--- src/verilog/cipherPkg.sv ---
// Burst widths and keystream constants for the counter-mode layer.
// Import where bursts, masks, IVs or keystream lanes are handled.

package cipherPkg;

    // --------------------------------------------------
    // Burst fields
    // --------------------------------------------------
    localparam int DataWidth = 64;
    localparam int MaskWidth = DataWidth / 8;
    localparam int IvWidth   = 16;

    // Keystream is built from independent lanes
    localparam int LaneWidth = 32;
    localparam int Lanes     = DataWidth / LaneWidth;

    // --------------------------------------------------
    // Mixing pipeline
    // --------------------------------------------------
    localparam logic [LaneWidth-1:0] CipherKey = 32'h5A3C_96E1;
    localparam int MixStages = 3;
    localparam int MixRotate = 7;

    // Data, IV and result FIFOs
    localparam int FifoDepth = 4;

    typedef logic [DataWidth-1:0] burstT;
    typedef logic [MaskWidth-1:0] maskT;
    typedef logic [IvWidth-1:0]   ivT;
    typedef logic [LaneWidth-1:0] laneT;

endpackage

--- src/verilog/oramGeometryPkg.sv ---
// Path ORAM geometry shared by the encryption layer.
// Import where bucket or path positions and the path direction are tracked.

package oramGeometryPkg;

    // --------------------------------------------------
    // Bucket and path sizes
    // --------------------------------------------------
    localparam int BucketBursts = 4;
    localparam int PathBuckets  = 3;
    localparam int PathBursts   = BucketBursts * PathBuckets;

    // --------------------------------------------------
    // Position counters
    // --------------------------------------------------

    // Burst index within one bucket
    typedef logic [1:0] bucketCountT;

    // Burst index within one path
    typedef logic [3:0] pathCountT;

    // Direction of the path currently being moved
    typedef enum logic {
        PathRead,
        PathWrite
    } pathDirT;

endpackage

--- src/verilog/burstStreamIf.sv ---
// Tagged burst stream from the ingress stage to the egress stage.
// A burst moves on a clock edge where valid and ready are both high.
`timescale 1ns/100ps

interface burstStreamIf;
    import cipherPkg::*;

    burstT data;
    maskT  mask;
    // First burst of a bucket
    logic  header;
    logic  valid;
    logic  ready;

    modport source (
        output data,
        output mask,
        output header,
        output valid,
        input  ready
    );

    modport sink (
        input  data,
        input  mask,
        input  header,
        input  valid,
        output ready
    );

endinterface

--- src/verilog/bucketEgress.sv ---
// Output side of the layer. XORs each burst with its keystream word,
// restores header IVs and routes the result by the current path direction.
`timescale 1ns/100ps

module bucketEgress (
    input  logic              Clock,
    input  logic              reset,
    input  logic              dramInitDone,
    burstStreamIf.sink        burstIn,
    input  cipherPkg::burstT  keystream,
    input  logic              keyValid,
    output logic              keyTaken,
    output cipherPkg::burstT  migOut,
    output cipherPkg::maskT   migOutMask,
    output logic              migOutValid,
    input  logic              migOutReady,
    output cipherPkg::burstT  backendRData,
    output logic              backendRValid,
    input  logic              backendRReady
);
    import cipherPkg::*;
    import oramGeometryPkg::*;

    logic       initDone;
    pathDirT    dir;
    pathCountT  pathCount;
    logic       joinValid;
    logic       destReady;
    logic       fire;
    burstT      xorRes;
    burstT      outData;

    // --------------------------------------------------
    // Join and output rule
    // --------------------------------------------------
    assign joinValid = initDone & burstIn.valid & keyValid;
    assign destReady = (dir == PathRead) ? backendRReady : migOutReady;
    assign fire      = joinValid & destReady;

    assign burstIn.ready = fire;
    assign keyTaken      = fire;

    assign xorRes = burstIn.data ^ keystream;

    // Header IV field goes out as it came in
    assign outData = burstIn.header
                   ? {xorRes[DataWidth-1:IvWidth], burstIn.data[IvWidth-1:0]}
                   : xorRes;

    assign backendRData  = outData;
    assign backendRValid = joinValid & (dir == PathRead);
    assign migOut        = outData;
    assign migOutMask    = burstIn.mask;
    assign migOutValid   = joinValid & (dir == PathWrite);

    // --------------------------------------------------
    // Init flag, path counter and direction
    // --------------------------------------------------
    always_ff @(posedge Clock) begin
        if (reset) begin
            initDone <= 1'b0;
        end else if (dramInitDone) begin
            initDone <= 1'b1;
        end
    end

    // First path after init is a read
    always_ff @(posedge Clock) begin
        if (reset) begin
            dir       <= PathRead;
            pathCount <= '0;
        end else if (fire) begin
            if (pathCount == pathCountT'(PathBursts - 1)) begin
                pathCount <= '0;
                dir       <= (dir == PathRead) ? PathWrite : PathRead;
            end else begin
                pathCount <= pathCount + 1'b1;
            end
        end
    end

endmodule

--- src/verilog/bucketIngress.sv ---
// Input side of the layer. Buffers memory paths, merges backend writes,
// marks bucket headers and hands each header IV to the keystream stage.
`timescale 1ns/100ps

module bucketIngress (
    input  logic              Clock,
    input  logic              reset,
    input  logic              dramInitDone,
    input  cipherPkg::burstT  migIn,
    input  logic              migInValid,
    input  cipherPkg::burstT  backendWData,
    input  cipherPkg::maskT   backendWMask,
    input  logic              backendWValid,
    output logic              backendWReady,
    output cipherPkg::ivT     iv,
    output logic              ivValid,
    input  logic              ivReady,
    burstStreamIf.source      burstOut
);
    import cipherPkg::*;
    import oramGeometryPkg::*;

    localparam int TagWidth = DataWidth + MaskWidth + 1;

    burstT                bufData;
    logic                 bufValid;
    logic                 bufReady;
    burstT                selData;
    maskT                 selMask;
    logic                 selBackend;
    logic                 isHeader;
    logic                 canTake;
    logic                 take;
    bucketCountT          bucketPos;
    logic                 dataInReady;
    logic                 ivInReady;
    logic [TagWidth-1:0]  dataOut;

    // Whole path fits, so memory input never stalls
    syncFifo #(.Width(DataWidth), .Depth(PathBursts)) pathBuffer (
        .Clock(Clock), .reset(reset),
        .inData(migIn), .inValid(migInValid & dramInitDone), .inReady(),
        .outData(bufData), .outValid(bufValid), .outReady(bufReady)
    );

    // --------------------------------------------------
    // Input selection
    // --------------------------------------------------
    assign selBackend = backendWValid;
    assign selData    = selBackend ? backendWData : bufData;
    assign selMask    = selBackend ? backendWMask : '0;
    assign isHeader   = (bucketPos == '0);

    // A header also needs room for its IV
    assign canTake       = dramInitDone & dataInReady & (ivInReady | ~isHeader);
    assign backendWReady = dramInitDone & dataInReady & ivInReady;
    assign bufReady      = ~selBackend & canTake;
    assign take          = selBackend ? backendWReady : (bufValid & canTake);

    always_ff @(posedge Clock) begin
        if (reset) begin
            bucketPos <= '0;
        end else if (take) begin
            if (bucketPos == bucketCountT'(BucketBursts - 1)) begin
                bucketPos <= '0;
            end else begin
                bucketPos <= bucketPos + 1'b1;
            end
        end
    end

    syncFifo #(.Width(IvWidth), .Depth(FifoDepth)) ivFifo (
        .Clock(Clock), .reset(reset),
        .inData(selData[IvWidth-1:0]), .inValid(take & isHeader), .inReady(ivInReady),
        .outData(iv), .outValid(ivValid), .outReady(ivReady)
    );

    // Burst travels with its mask and header flag
    syncFifo #(.Width(TagWidth), .Depth(FifoDepth)) dataFifo (
        .Clock(Clock), .reset(reset),
        .inData({isHeader, selMask, selData}), .inValid(take), .inReady(dataInReady),
        .outData(dataOut), .outValid(burstOut.valid), .outReady(burstOut.ready)
    );

    assign burstOut.data   = dataOut[DataWidth-1:0];
    assign burstOut.mask   = dataOut[DataWidth +: MaskWidth];
    assign burstOut.header = dataOut[TagWidth-1];

endmodule

--- src/verilog/keystreamGen.sv ---
// Keystream generator. Turns each bucket IV into one keystream word per
// burst through a keyed mixing pipeline and buffers the results in order.
`timescale 1ns/100ps

module keystreamGen (
    input  logic              Clock,
    input  logic              reset,
    input  cipherPkg::ivT     iv,
    input  logic              ivValid,
    output logic              ivReady,
    output cipherPkg::burstT  keystream,
    output logic              keyValid,
    input  logic              keyTaken
);
    import cipherPkg::*;
    import oramGeometryPkg::*;

    localparam int CreditWidth = $clog2(FifoDepth + 1);

    bucketCountT             burstIdx;
    logic                    start;
    logic [CreditWidth-1:0]  credits;
    laneT                    counterWord [Lanes];
    laneT                    mixReg [MixStages][Lanes];
    logic [MixStages-1:0]    mixValid;
    burstT                   resultIn;

    // One mixing round on a lane
    function automatic laneT mixLane(input laneT word, input int stageNum);
        laneT x;
        x = word ^ CipherKey;
        x = (x << MixRotate) | (x >> (LaneWidth - MixRotate));
        return x + LaneWidth'(stageNum);
    endfunction

    // --------------------------------------------------
    // Burst issue and credits
    // --------------------------------------------------

    // Credits cover bursts in flight plus words waiting in the buffer
    assign start   = ivValid & (credits != '0);
    assign ivReady = start & (burstIdx == bucketCountT'(BucketBursts - 1));

    always_ff @(posedge Clock) begin
        if (reset) begin
            burstIdx <= '0;
            credits  <= CreditWidth'(FifoDepth);
        end else begin
            if (start) begin
                burstIdx <= ivReady ? '0 : burstIdx + 1'b1;
            end
            if (start && !keyTaken) begin
                credits <= credits - 1'b1;
            end else if (keyTaken && !start) begin
                credits <= credits + 1'b1;
            end
        end
    end

    always_comb begin
        for (int l = 0; l < Lanes; l++) begin
            counterWord[l] = LaneWidth'(iv) + LaneWidth'(burstIdx) * LaneWidth'(Lanes)
                             + LaneWidth'(l);
        end
    end

    // --------------------------------------------------
    // Mixing pipeline
    // --------------------------------------------------
    always_ff @(posedge Clock) begin
        if (reset) begin
            mixValid <= '0;
        end else begin
            mixValid <= {mixValid[MixStages-2:0], start};
        end
    end

    always_ff @(posedge Clock) begin
        for (int l = 0; l < Lanes; l++) begin
            mixReg[0][l] <= mixLane(counterWord[l], 1);
            for (int s = 1; s < MixStages; s++) begin
                mixReg[s][l] <= mixLane(mixReg[s-1][l], s + 1);
            end
        end
    end

    always_comb begin
        for (int l = 0; l < Lanes; l++) begin
            resultIn[l*LaneWidth +: LaneWidth] = mixReg[MixStages-1][l];
        end
    end

    // Space is guaranteed by the credits
    syncFifo #(.Width(DataWidth), .Depth(FifoDepth)) resultFifo (
        .Clock(Clock), .reset(reset),
        .inData(resultIn), .inValid(mixValid[MixStages-1]), .inReady(),
        .outData(keystream), .outValid(keyValid), .outReady(keyTaken)
    );

endmodule

--- src/verilog/pathCrypt.sv ---
// Counter-mode encryption layer between a Path ORAM backend and DRAM.
// Decrypts read paths toward the backend and encrypts write paths to memory.
`timescale 1ns/100ps

module pathCrypt (
    input  logic              Clock,
    input  logic              reset,
    input  logic              dramInitDone,

    // Memory side
    input  cipherPkg::burstT  migIn,
    input  logic              migInValid,
    output cipherPkg::burstT  migOut,
    output cipherPkg::maskT   migOutMask,
    output logic              migOutValid,
    input  logic              migOutReady,

    // Backend side
    output cipherPkg::burstT  backendRData,
    output logic              backendRValid,
    input  logic              backendRReady,
    input  cipherPkg::burstT  backendWData,
    input  cipherPkg::maskT   backendWMask,
    input  logic              backendWValid,
    output logic              backendWReady
);
    import cipherPkg::*;

    ivT     iv;
    logic   ivValid;
    logic   ivReady;
    burstT  keystream;
    logic   keyValid;
    logic   keyTaken;

    burstStreamIf burstBus ();

    // --------------------------------------------------
    // Stages
    // --------------------------------------------------
    bucketIngress ingress (
        .Clock(Clock),
        .reset(reset),
        .dramInitDone(dramInitDone),
        .migIn(migIn),
        .migInValid(migInValid),
        .backendWData(backendWData),
        .backendWMask(backendWMask),
        .backendWValid(backendWValid),
        .backendWReady(backendWReady),
        .iv(iv),
        .ivValid(ivValid),
        .ivReady(ivReady),
        .burstOut(burstBus.source)
    );

    keystreamGen keyGen (
        .Clock(Clock),
        .reset(reset),
        .iv(iv),
        .ivValid(ivValid),
        .ivReady(ivReady),
        .keystream(keystream),
        .keyValid(keyValid),
        .keyTaken(keyTaken)
    );

    bucketEgress egress (
        .Clock(Clock),
        .reset(reset),
        .dramInitDone(dramInitDone),
        .burstIn(burstBus.sink),
        .keystream(keystream),
        .keyValid(keyValid),
        .keyTaken(keyTaken),
        .migOut(migOut),
        .migOutMask(migOutMask),
        .migOutValid(migOutValid),
        .migOutReady(migOutReady),
        .backendRData(backendRData),
        .backendRValid(backendRValid),
        .backendRReady(backendRReady)
    );

endmodule

--- src/verilog/syncFifo.sv ---
// Synchronous FIFO with valid/ready on both sides, any depth.
// Push and pop may happen in the same cycle.
`timescale 1ns/100ps

module syncFifo #(
    parameter int Width = 8,
    parameter int Depth = 4
) (
    input  logic             Clock,
    input  logic             reset,
    input  logic [Width-1:0] inData,
    input  logic             inValid,
    output logic             inReady,
    output logic [Width-1:0] outData,
    output logic             outValid,
    input  logic             outReady
);

    localparam int PtrWidth   = (Depth > 1) ? $clog2(Depth) : 1;
    localparam int CountWidth = $clog2(Depth + 1);

    logic [Width-1:0]      storage [Depth];
    logic [PtrWidth-1:0]   wrPtr;
    logic [PtrWidth-1:0]   rdPtr;
    logic [CountWidth-1:0] count;
    logic                  push;
    logic                  pop;

    assign inReady  = (count != CountWidth'(Depth));
    assign outValid = (count != '0);
    assign outData  = storage[rdPtr];

    assign push = inValid & inReady;
    assign pop  = outValid & outReady;

    always_ff @(posedge Clock) begin
        if (push) begin
            storage[wrPtr] <= inData;
        end
    end

    // Pointers wrap explicitly so non power of two depths work
    always_ff @(posedge Clock) begin
        if (reset) begin
            wrPtr <= '0;
            rdPtr <= '0;
            count <= '0;
        end else begin
            if (push) begin
                wrPtr <= (wrPtr == PtrWidth'(Depth - 1)) ? '0 : wrPtr + 1'b1;
            end
            if (pop) begin
                rdPtr <= (rdPtr == PtrWidth'(Depth - 1)) ? '0 : rdPtr + 1'b1;
            end
            if (push && !pop) begin
                count <= count + 1'b1;
            end else if (pop && !push) begin
                count <= count - 1'b1;
            end
        end
    end

endmodule
--- config.mk ---
export PLATFORM = sky130hd
export DESIGN_NAME = pathCrypt
export DESIGN_NICKNAME = d
export VERILOG_FILES = /design/src/verilog/cipherPkg.sv /design/src/verilog/oramGeometryPkg.sv /design/src/verilog/burstStreamIf.sv /design/src/verilog/bucketEgress.sv /design/src/verilog/bucketIngress.sv /design/src/verilog/keystreamGen.sv /design/src/verilog/pathCrypt.sv /design/src/verilog/syncFifo.sv
export SDC_FILE = /design/constraint.sdc
export NUM_CORES = 1
export LEC_CHECK = 0
export BUFFER_PORTS_ARGS = -buffer_cell sky130_fd_sc_hd__buf_4
export CAP_MARGIN = 20
export CORE_MARGIN = 4
export CORE_UTILIZATION = 37
export CTS_BUF_LIST = sky130_fd_sc_hd__clkbuf_4
export CTS_CLUSTER_DIAMETER = 120
export DETAILED_ROUTE_END_ITERATION = 10
export PLACE_DENSITY = 0.59
export SYNTH_ARGS = -nofsm -noshare
export SYNTH_HDL_FRONTEND = slang
export SYNTH_SLANG_ARGS = --single-unit
--- constraint.sdc ---
create_clock -name Clock -period 18.8 [get_ports Clock]
set_clock_uncertainty 0.1 [all_clocks]
set_input_delay 2.82 -clock Clock [delete_from_list [all_inputs] [get_ports Clock]]
set_output_delay 2.82 -clock Clock [all_outputs]
set_load 0.01 [all_outputs]
# ---- After elaboration in Yosys (flattened, before gate mapping)
# Memories as Yosys holds them, arrays and structs flattened. A register that Yosys moved wholly into a read port is not among the register bits.
# Cells that the tools add are included.
dict set report op_classes {
  mux 43
  n_reduce_logical 32
  addsub 29
  n_bitwise 39
  eq_ne 15
}
# op n
set ops {}
lappend ops {{32-bit by 7-bit OR with 32-bit output} 6}
lappend ops {{32-bit by 2-bit adder with 32-bit output (second input constant)} 4}
lappend ops {{32-bit by 1-bit adder with 32-bit output (second input constant)} 3}
lappend ops {{16-bit NOT} 6}
lappend ops {{64-bit 2-to-1 mux} 1}
lappend ops {{64-bit XOR} 1}
lappend ops {{2-bit 2-to-1 mux} 14}
lappend ops {{4-bit 2-to-1 mux} 7}
lappend ops {{3-bit 2-to-1 mux} 8}
lappend ops {{1-bit AND} 22}
lappend ops {{16-bit by 3-bit adder with 17-bit output} 1}
lappend ops {{2-bit by 1-bit adder with 2-bit output (second input constant)} 8}
lappend ops {{4-bit by 1-bit adder with 4-bit output (second input constant)} 4}
lappend ops {{2-bit equality test (second input constant)} 8}
lappend ops {{16-bit 2-to-1 mux} 1}
lappend ops {{3-bit by 1-bit adder with 3-bit output (second input constant)} 4}
lappend ops {{4-bit equality test (second input constant)} 3}
lappend ops {{3-bit nonzero test} 4}
lappend ops {{3-bit by 1-bit subtractor with 3-bit output (second input constant)} 4}
lappend ops {{1-bit 2-to-1 mux} 11}
lappend ops {{1-bit logical AND} 10}
lappend ops {{1-bit zero test} 10}
lappend ops {{2-bit nonzero test} 5}
lappend ops {{3-bit inequality test (second input constant)} 3}
lappend ops {{other kinds (8)} 10}
dict set report word_totals {
  word_cells 182
  out_inout_bits 139
  inputBits 143
  mem_count 5
  ram_bits 1572
  ff_bits 49
}
# memory words word_bits rd rd_ports_with_merged_regs wr line_no
set mem_list {}
lappend mem_list {ingress.pathBuffer.storage 12 64 1 1 1 syncFifo.sv:22} ;# logic [Width-1:0] storage [Depth];
lappend mem_list {ingress.dataFifo.storage 4 73 1 1 1 syncFifo.sv:22}
lappend mem_list {keyGen.resultFifo.storage 4 64 1 1 1 syncFifo.sv:22}
lappend mem_list {keyGen.mixReg 3 64 3 0 3 keystreamGen.sv:24} ;# laneT mixReg [MixStages][Lanes];
lappend mem_list {ingress.ivFifo.storage 4 16 1 1 1 syncFifo.sv:22}

# ---- Longest topological paths before layout
dict set report logic_depth {
  depth_word 12
  ltp_mapped 13
  ltp_nobuf 12
}

# ---- By module
# From an unflattened synthesis, not the netlist that was laid out.
dict set report hier_totals {
  cells_unflattened 2859
  hier_area_um2 59417.0
}
# mod area_per_inst_um2 seq_area_each_um2 cells_each instances
set by_module_without_submodules {}
lappend by_module_without_submodules {{syncFifo at ingress.pathBuffer} 29804.8 23382.4 1315 1}
lappend by_module_without_submodules {{syncFifo at ingress.dataFifo} 10985.5 8948.6 429 1}
lappend by_module_without_submodules {{syncFifo at keyGen.resultFifo} 9690.5 7867.5 382 1}
lappend by_module_without_submodules {keystreamGen 3582.2 2322.2 308 1}
lappend by_module_without_submodules {{syncFifo at ingress.ivFifo} 2787.7 2102.0 132 1}
lappend by_module_without_submodules {bucketEgress 1527.7 120.1 192 1}
lappend by_module_without_submodules {bucketIngress 1038.5 40.0 101 1}

# ---- Worst setup path after synthesis
# OpenSTA, ideal clock, no wires.
dict set report synth_timing {
  path_type {input to register}
  start {input port migInValid}
  end {memory ingress.pathBuffer.storage[0][0] in the netlist's numbering (enable)}
  setup_time_ps 565
  n_path_buf 1
  cell_stages 5
  setup_slack_ps 10314
  arrival_ps 7822
  required_ps 18135
  cell_sequence {nand2_1 > a31oi_1 > clkbuf_1 > nand2_1 > nor3_1}
}
dict set report synth_via {
  elab_chain_len 4
}
# item line_no
set synth_lines {}
lappend synth_lines {{start, declared} pathCrypt.sv:12} ;# input logic migInValid,
lappend synth_lines {{1-bit AND} bucketIngress.sv:42} ;# .inData(migIn), .inValid(migInValid & dramInitDone), .inReady(),
lappend synth_lines {{1-bit AND} syncFifo.sv:33} ;# assign push = inValid & inReady;
lappend synth_lines {{via ingress.pathBuffer.push} syncFifo.sv:26} ;# logic push;
lappend synth_lines {{1-bit 2-to-1 mux} syncFifo.sv:37} ;# if (push) begin
lappend synth_lines {{1-bit 2-to-1 mux (not written as such)} syncFifo.sv:38} ;# storage[wrPtr] <= inData;
lappend synth_lines {{end, declared} syncFifo.sv:22}
# The timed path passes the listed nets, and every way through them passes these cells.

==> flow_summary_export.csv <==
group,metric,value,unit
synth,async_flop_share,0,
synth,synth_top_area_frac,0.697,
floorplanning,dieWidth,393,um
clock_network,clk_path_buf_depth,4,
floorplanning,initial_utilization,0.372,
clock_network,numCtsBuffers,367,
routing,ant_nets,0,
clock_network,clk_latency,1.17,ns
min_path,hold_path.class,"reg -> reg",
sta,fin_crit,7.22,ns
floorplanning,core_area,0.148,sq mm
worst_setup_path,cp_top_family,"buffers and inverters",
worst_setup_path,critPathKind,"reg -> out",
clock_network,cts_htree_levels,5,
synth,synth_edf_count,1276,
synth,synth_seq_cells,1443,
worst_setup_path,crit_slowest_cell,"dfxtp_4",
sta,worst_pin_slew,1.09,ns
sta,post-route-period-util,0.384,
clock_network,root_buffer,"clkbuf_4",
clock_network,cts_sinks,1443,
power_and_ir_drop,ir_drop,62.3,uV
sta,rsz0062_at_grt,"no",
power_and_ir_drop,p_total,0.00765,W
routing,vias,27200,
power_and_ir_drop,power_density,121,mW/mm^2
routing,drt_pass1_iterations,5,
worst_setup_path,crit_path_frequent_cell,"buf_4",
finish,drive_gt1_frac,0.347,
worst_setup_path,cp_cell_sequence,"buf_4, mux4_2, nand2b_1, xnor2_1, buf_4",
synth,netlist_area,0.0549,sq mm
synth,synth_cell_type_count,60,
power_and_ir_drop,power.leakage,21.0,nW
synth,synth_area_per_cell,19.9,sq um
placement,hpwl,74.5,mm
finish,final_cells,5464,
grt,grtUsageTotal,0.158,
synth,ys_dominant_reg_cell,"edfxtp_1",
routing,detail_route.wirelength,124,mm
floorplanning,rows,141,
grt,grt_overflow,0,
sta,finalSetupViolations,0,
placement,dp.cells,4837,
synth,synth_area_leaders,"edfxtp_1 70%, mux4_2 13%, dfxtp_1 6.1%",
grt,grt_pass1_wl,182,mm
worst_setup_path,critical_path_buf_inv_count,2,
placement,port_buffers,281,
grt,first_global_vias,28100,
clock_network,cts-resized-gates,0,
finish,area_growth,15.4,%
floorplanning,fp.dieArea,0.155,sq mm
sta,drv_slew,0,
worst_setup_path,startpoint_type,"register",
routing,initialDrtViolationCount,1948,
sta,fin_tns_setup,0,ns
finish,nets,3466,
routing,drc_errors,0,
placement,place.gp.congestion,0.752,
grt,antenna_found_initial,24,
placement,dpl_worst_slack,12.25,ns
routing,wire_per_inst,22.6,um
clock_network,clk_pin_slew,0.07,ns
worst_setup_path,end_kind,"output pin",
synth,yosysWarnings,0,
worst_setup_path,arrival,4.30,ns
worst_setup_path,cp_slowest_stage_delay,0.81,ns
worst_setup_path,crit_fanout,41,
floorplanning,dieHeight,393,um
clock_network,cts_tree,"yes",
grt,grt_max_degree,115,
sta,setup_ws,11.58,ns
clock_network,cts_setup_buffers,0,
floorplanning,ios,282,
sta,clock.fmax,139,MHz
run_status,outcome,"finished clean",
sta,hold_viol,0,
synth,synth_top_cell_by_area,"edfxtp_1",
sta,slew_headroom,0.269,
synth,synth-seq-area-share,0.758,
worst_setup_path,cp_data_required_time,15.88,ns
routing,via_per_inst,4.97,
synth,netlist_instances,2760,
synth,syn_nets,2945,
run,drv_cap,0,
clock_network,hold_buffers,0,
==> power breakdown <==
part / total (W) / internal [W] / switching (W)
logic: 0.00123 / 0.000548 / 0.000681
registers: 0.00393 / 0.00381 / 0.000121
clock network: 0.00249 / 0.00132 / 0.00117
total: 0.00765 / 0.00568 / 0.00197
==> sequential cells by signal, indices dropped and copies added, names as in the netlist, 3 cells and up, named ones only <==
register                    count
ingress.pathBuffer.rdPtr        4
ingress.pathBuffer.storage    768
keyGen.resultFifo.count         3
keyGen.credits                  3
keyGen.resultFifo.storage     152
ingress.ivFifo.count            3
egress.pathCount                4
ingress.dataFifo.storage      292
ingress.pathBuffer.wrPtr        4
keyGen.mixReg                 108
ingress.ivFifo.storage         64
ingress.pathBuffer.count        4
ingress.dataFifo.count          3
keyGen.mixValid                 3
==> stage by stage <==
stage	cell area, sq um	hold slack [ns]	utilization
after floorplan	54900	0.210	-
after global placement	59000	0.212	0.399
after detailed placement	59000	0.213	0.399
after CTS	63300	0.212	0.429
after global routing	63400	0.216	0.429
final	63400	0.218	0.430
==> logic make-up (layout without fill, tap and decap cells) <==
logic type / after synthesis / after routing / share of synthesized area
DFF: 1443 / 1443 / 0.758
muxes: 400 / 400 / 0.146
and+or+nand+nor: 343 / 343 / 0.0287
buffers and inverters: 250 / 1011 / 0.0225
AOI/OAI and AO/OA: 190 / 190 / 0.0189
xor gates and xnor gates: 91 / 91 / 0.0148
adders and majority gates: 42 / 42 / 0.0104
other: 1 / 14 / 0.0000683
==> worst paths after layout <==
kind	end	depth (start not counted)	slack (ns)	startpoint
hold / removal	keyGen.mixReg[0][116]	0	0.22	keyGen.mixReg[0][45]
hold reg to reg	keyGen.mixReg[0][116]	0	0.22	keyGen.mixReg[0][45]
setup / recovery	backendRData[3]	5	11.58	register
setup reg to reg	ingress.dataFifo.storage[1][55]	7	14.30	register
==> final cells by class <==
class,count,area [sq um]
timing repair buffer,336,2550
fill,13000,84200
sequential,1443,41700
inverter,66,248
multi-input combinational,1067,12100
antenna,13,32.5
clock inverter,88,450
tap,1930,2410
clock buffer,521,3910
==> placed cells by master, fill, tap and decap left out, types with 3 or more instances in the layout <==
cell type / n
a21o_1: 3
a21oi_1: 95
and2_1: 20
and2_2: 5
and2_4: 4
and3_1: 5
and3_4: 4
buf_4: 329
bufinv_16: 4
clkbuf_4: 524
clkinv_1: 71
clkinv_2: 9
dfxtp_1: 159
dfxtp_4: 6
diode_2: 13
edfxtp_1: 1276
fa_1: 6
ha_1: 36
inv_1: 66
inv_2: 3
mux2i_1: 78
mux4_1: 12
mux4_2: 307
nand2_1: 102
nand2b_1: 11
nand3_1: 15
nand4_1: 7
nor2_1: 119
nor2_4: 4
nor2b_1: 5
nor3_1: 18
nor3_2: 4
o21ai_0: 71
o21ai_1: 4
or3_1: 7
xnor2_1: 30
xor2_1: 59
==> cells in the mapped netlist (24+ instances only) <==
cell type and count:
dfxtp_1 167, xor2_1 59, nor2_1 123, ha_1 36, a21oi_1 95, buf_4 64
xnor2_1 30, nand2_1 102, mux2i_1 78, mux4_2 307, buf_1 24, and2_1 28
edfxtp_1 1276, inv_1 66, o21ai_0 75, clkbuf_1 75
==> per-layer routing <==
layer,track usage,wire (um)
met5,0,126
met4,0.0452,1860
met3,0.0522,9850
met2,0.244,58100
met1,0.215,53600
==> worst register-to-register path: cells and delay by family, from the launching register on <==
family / cells / cell delay, ns
flops: 1 / 0.88
compound gates: 2 / 0.73
buf+inv: 2 / 1.63
simple gates: 1 / 0.06
mux: 2 / 0.74
(Power assumes the default switching activity.)
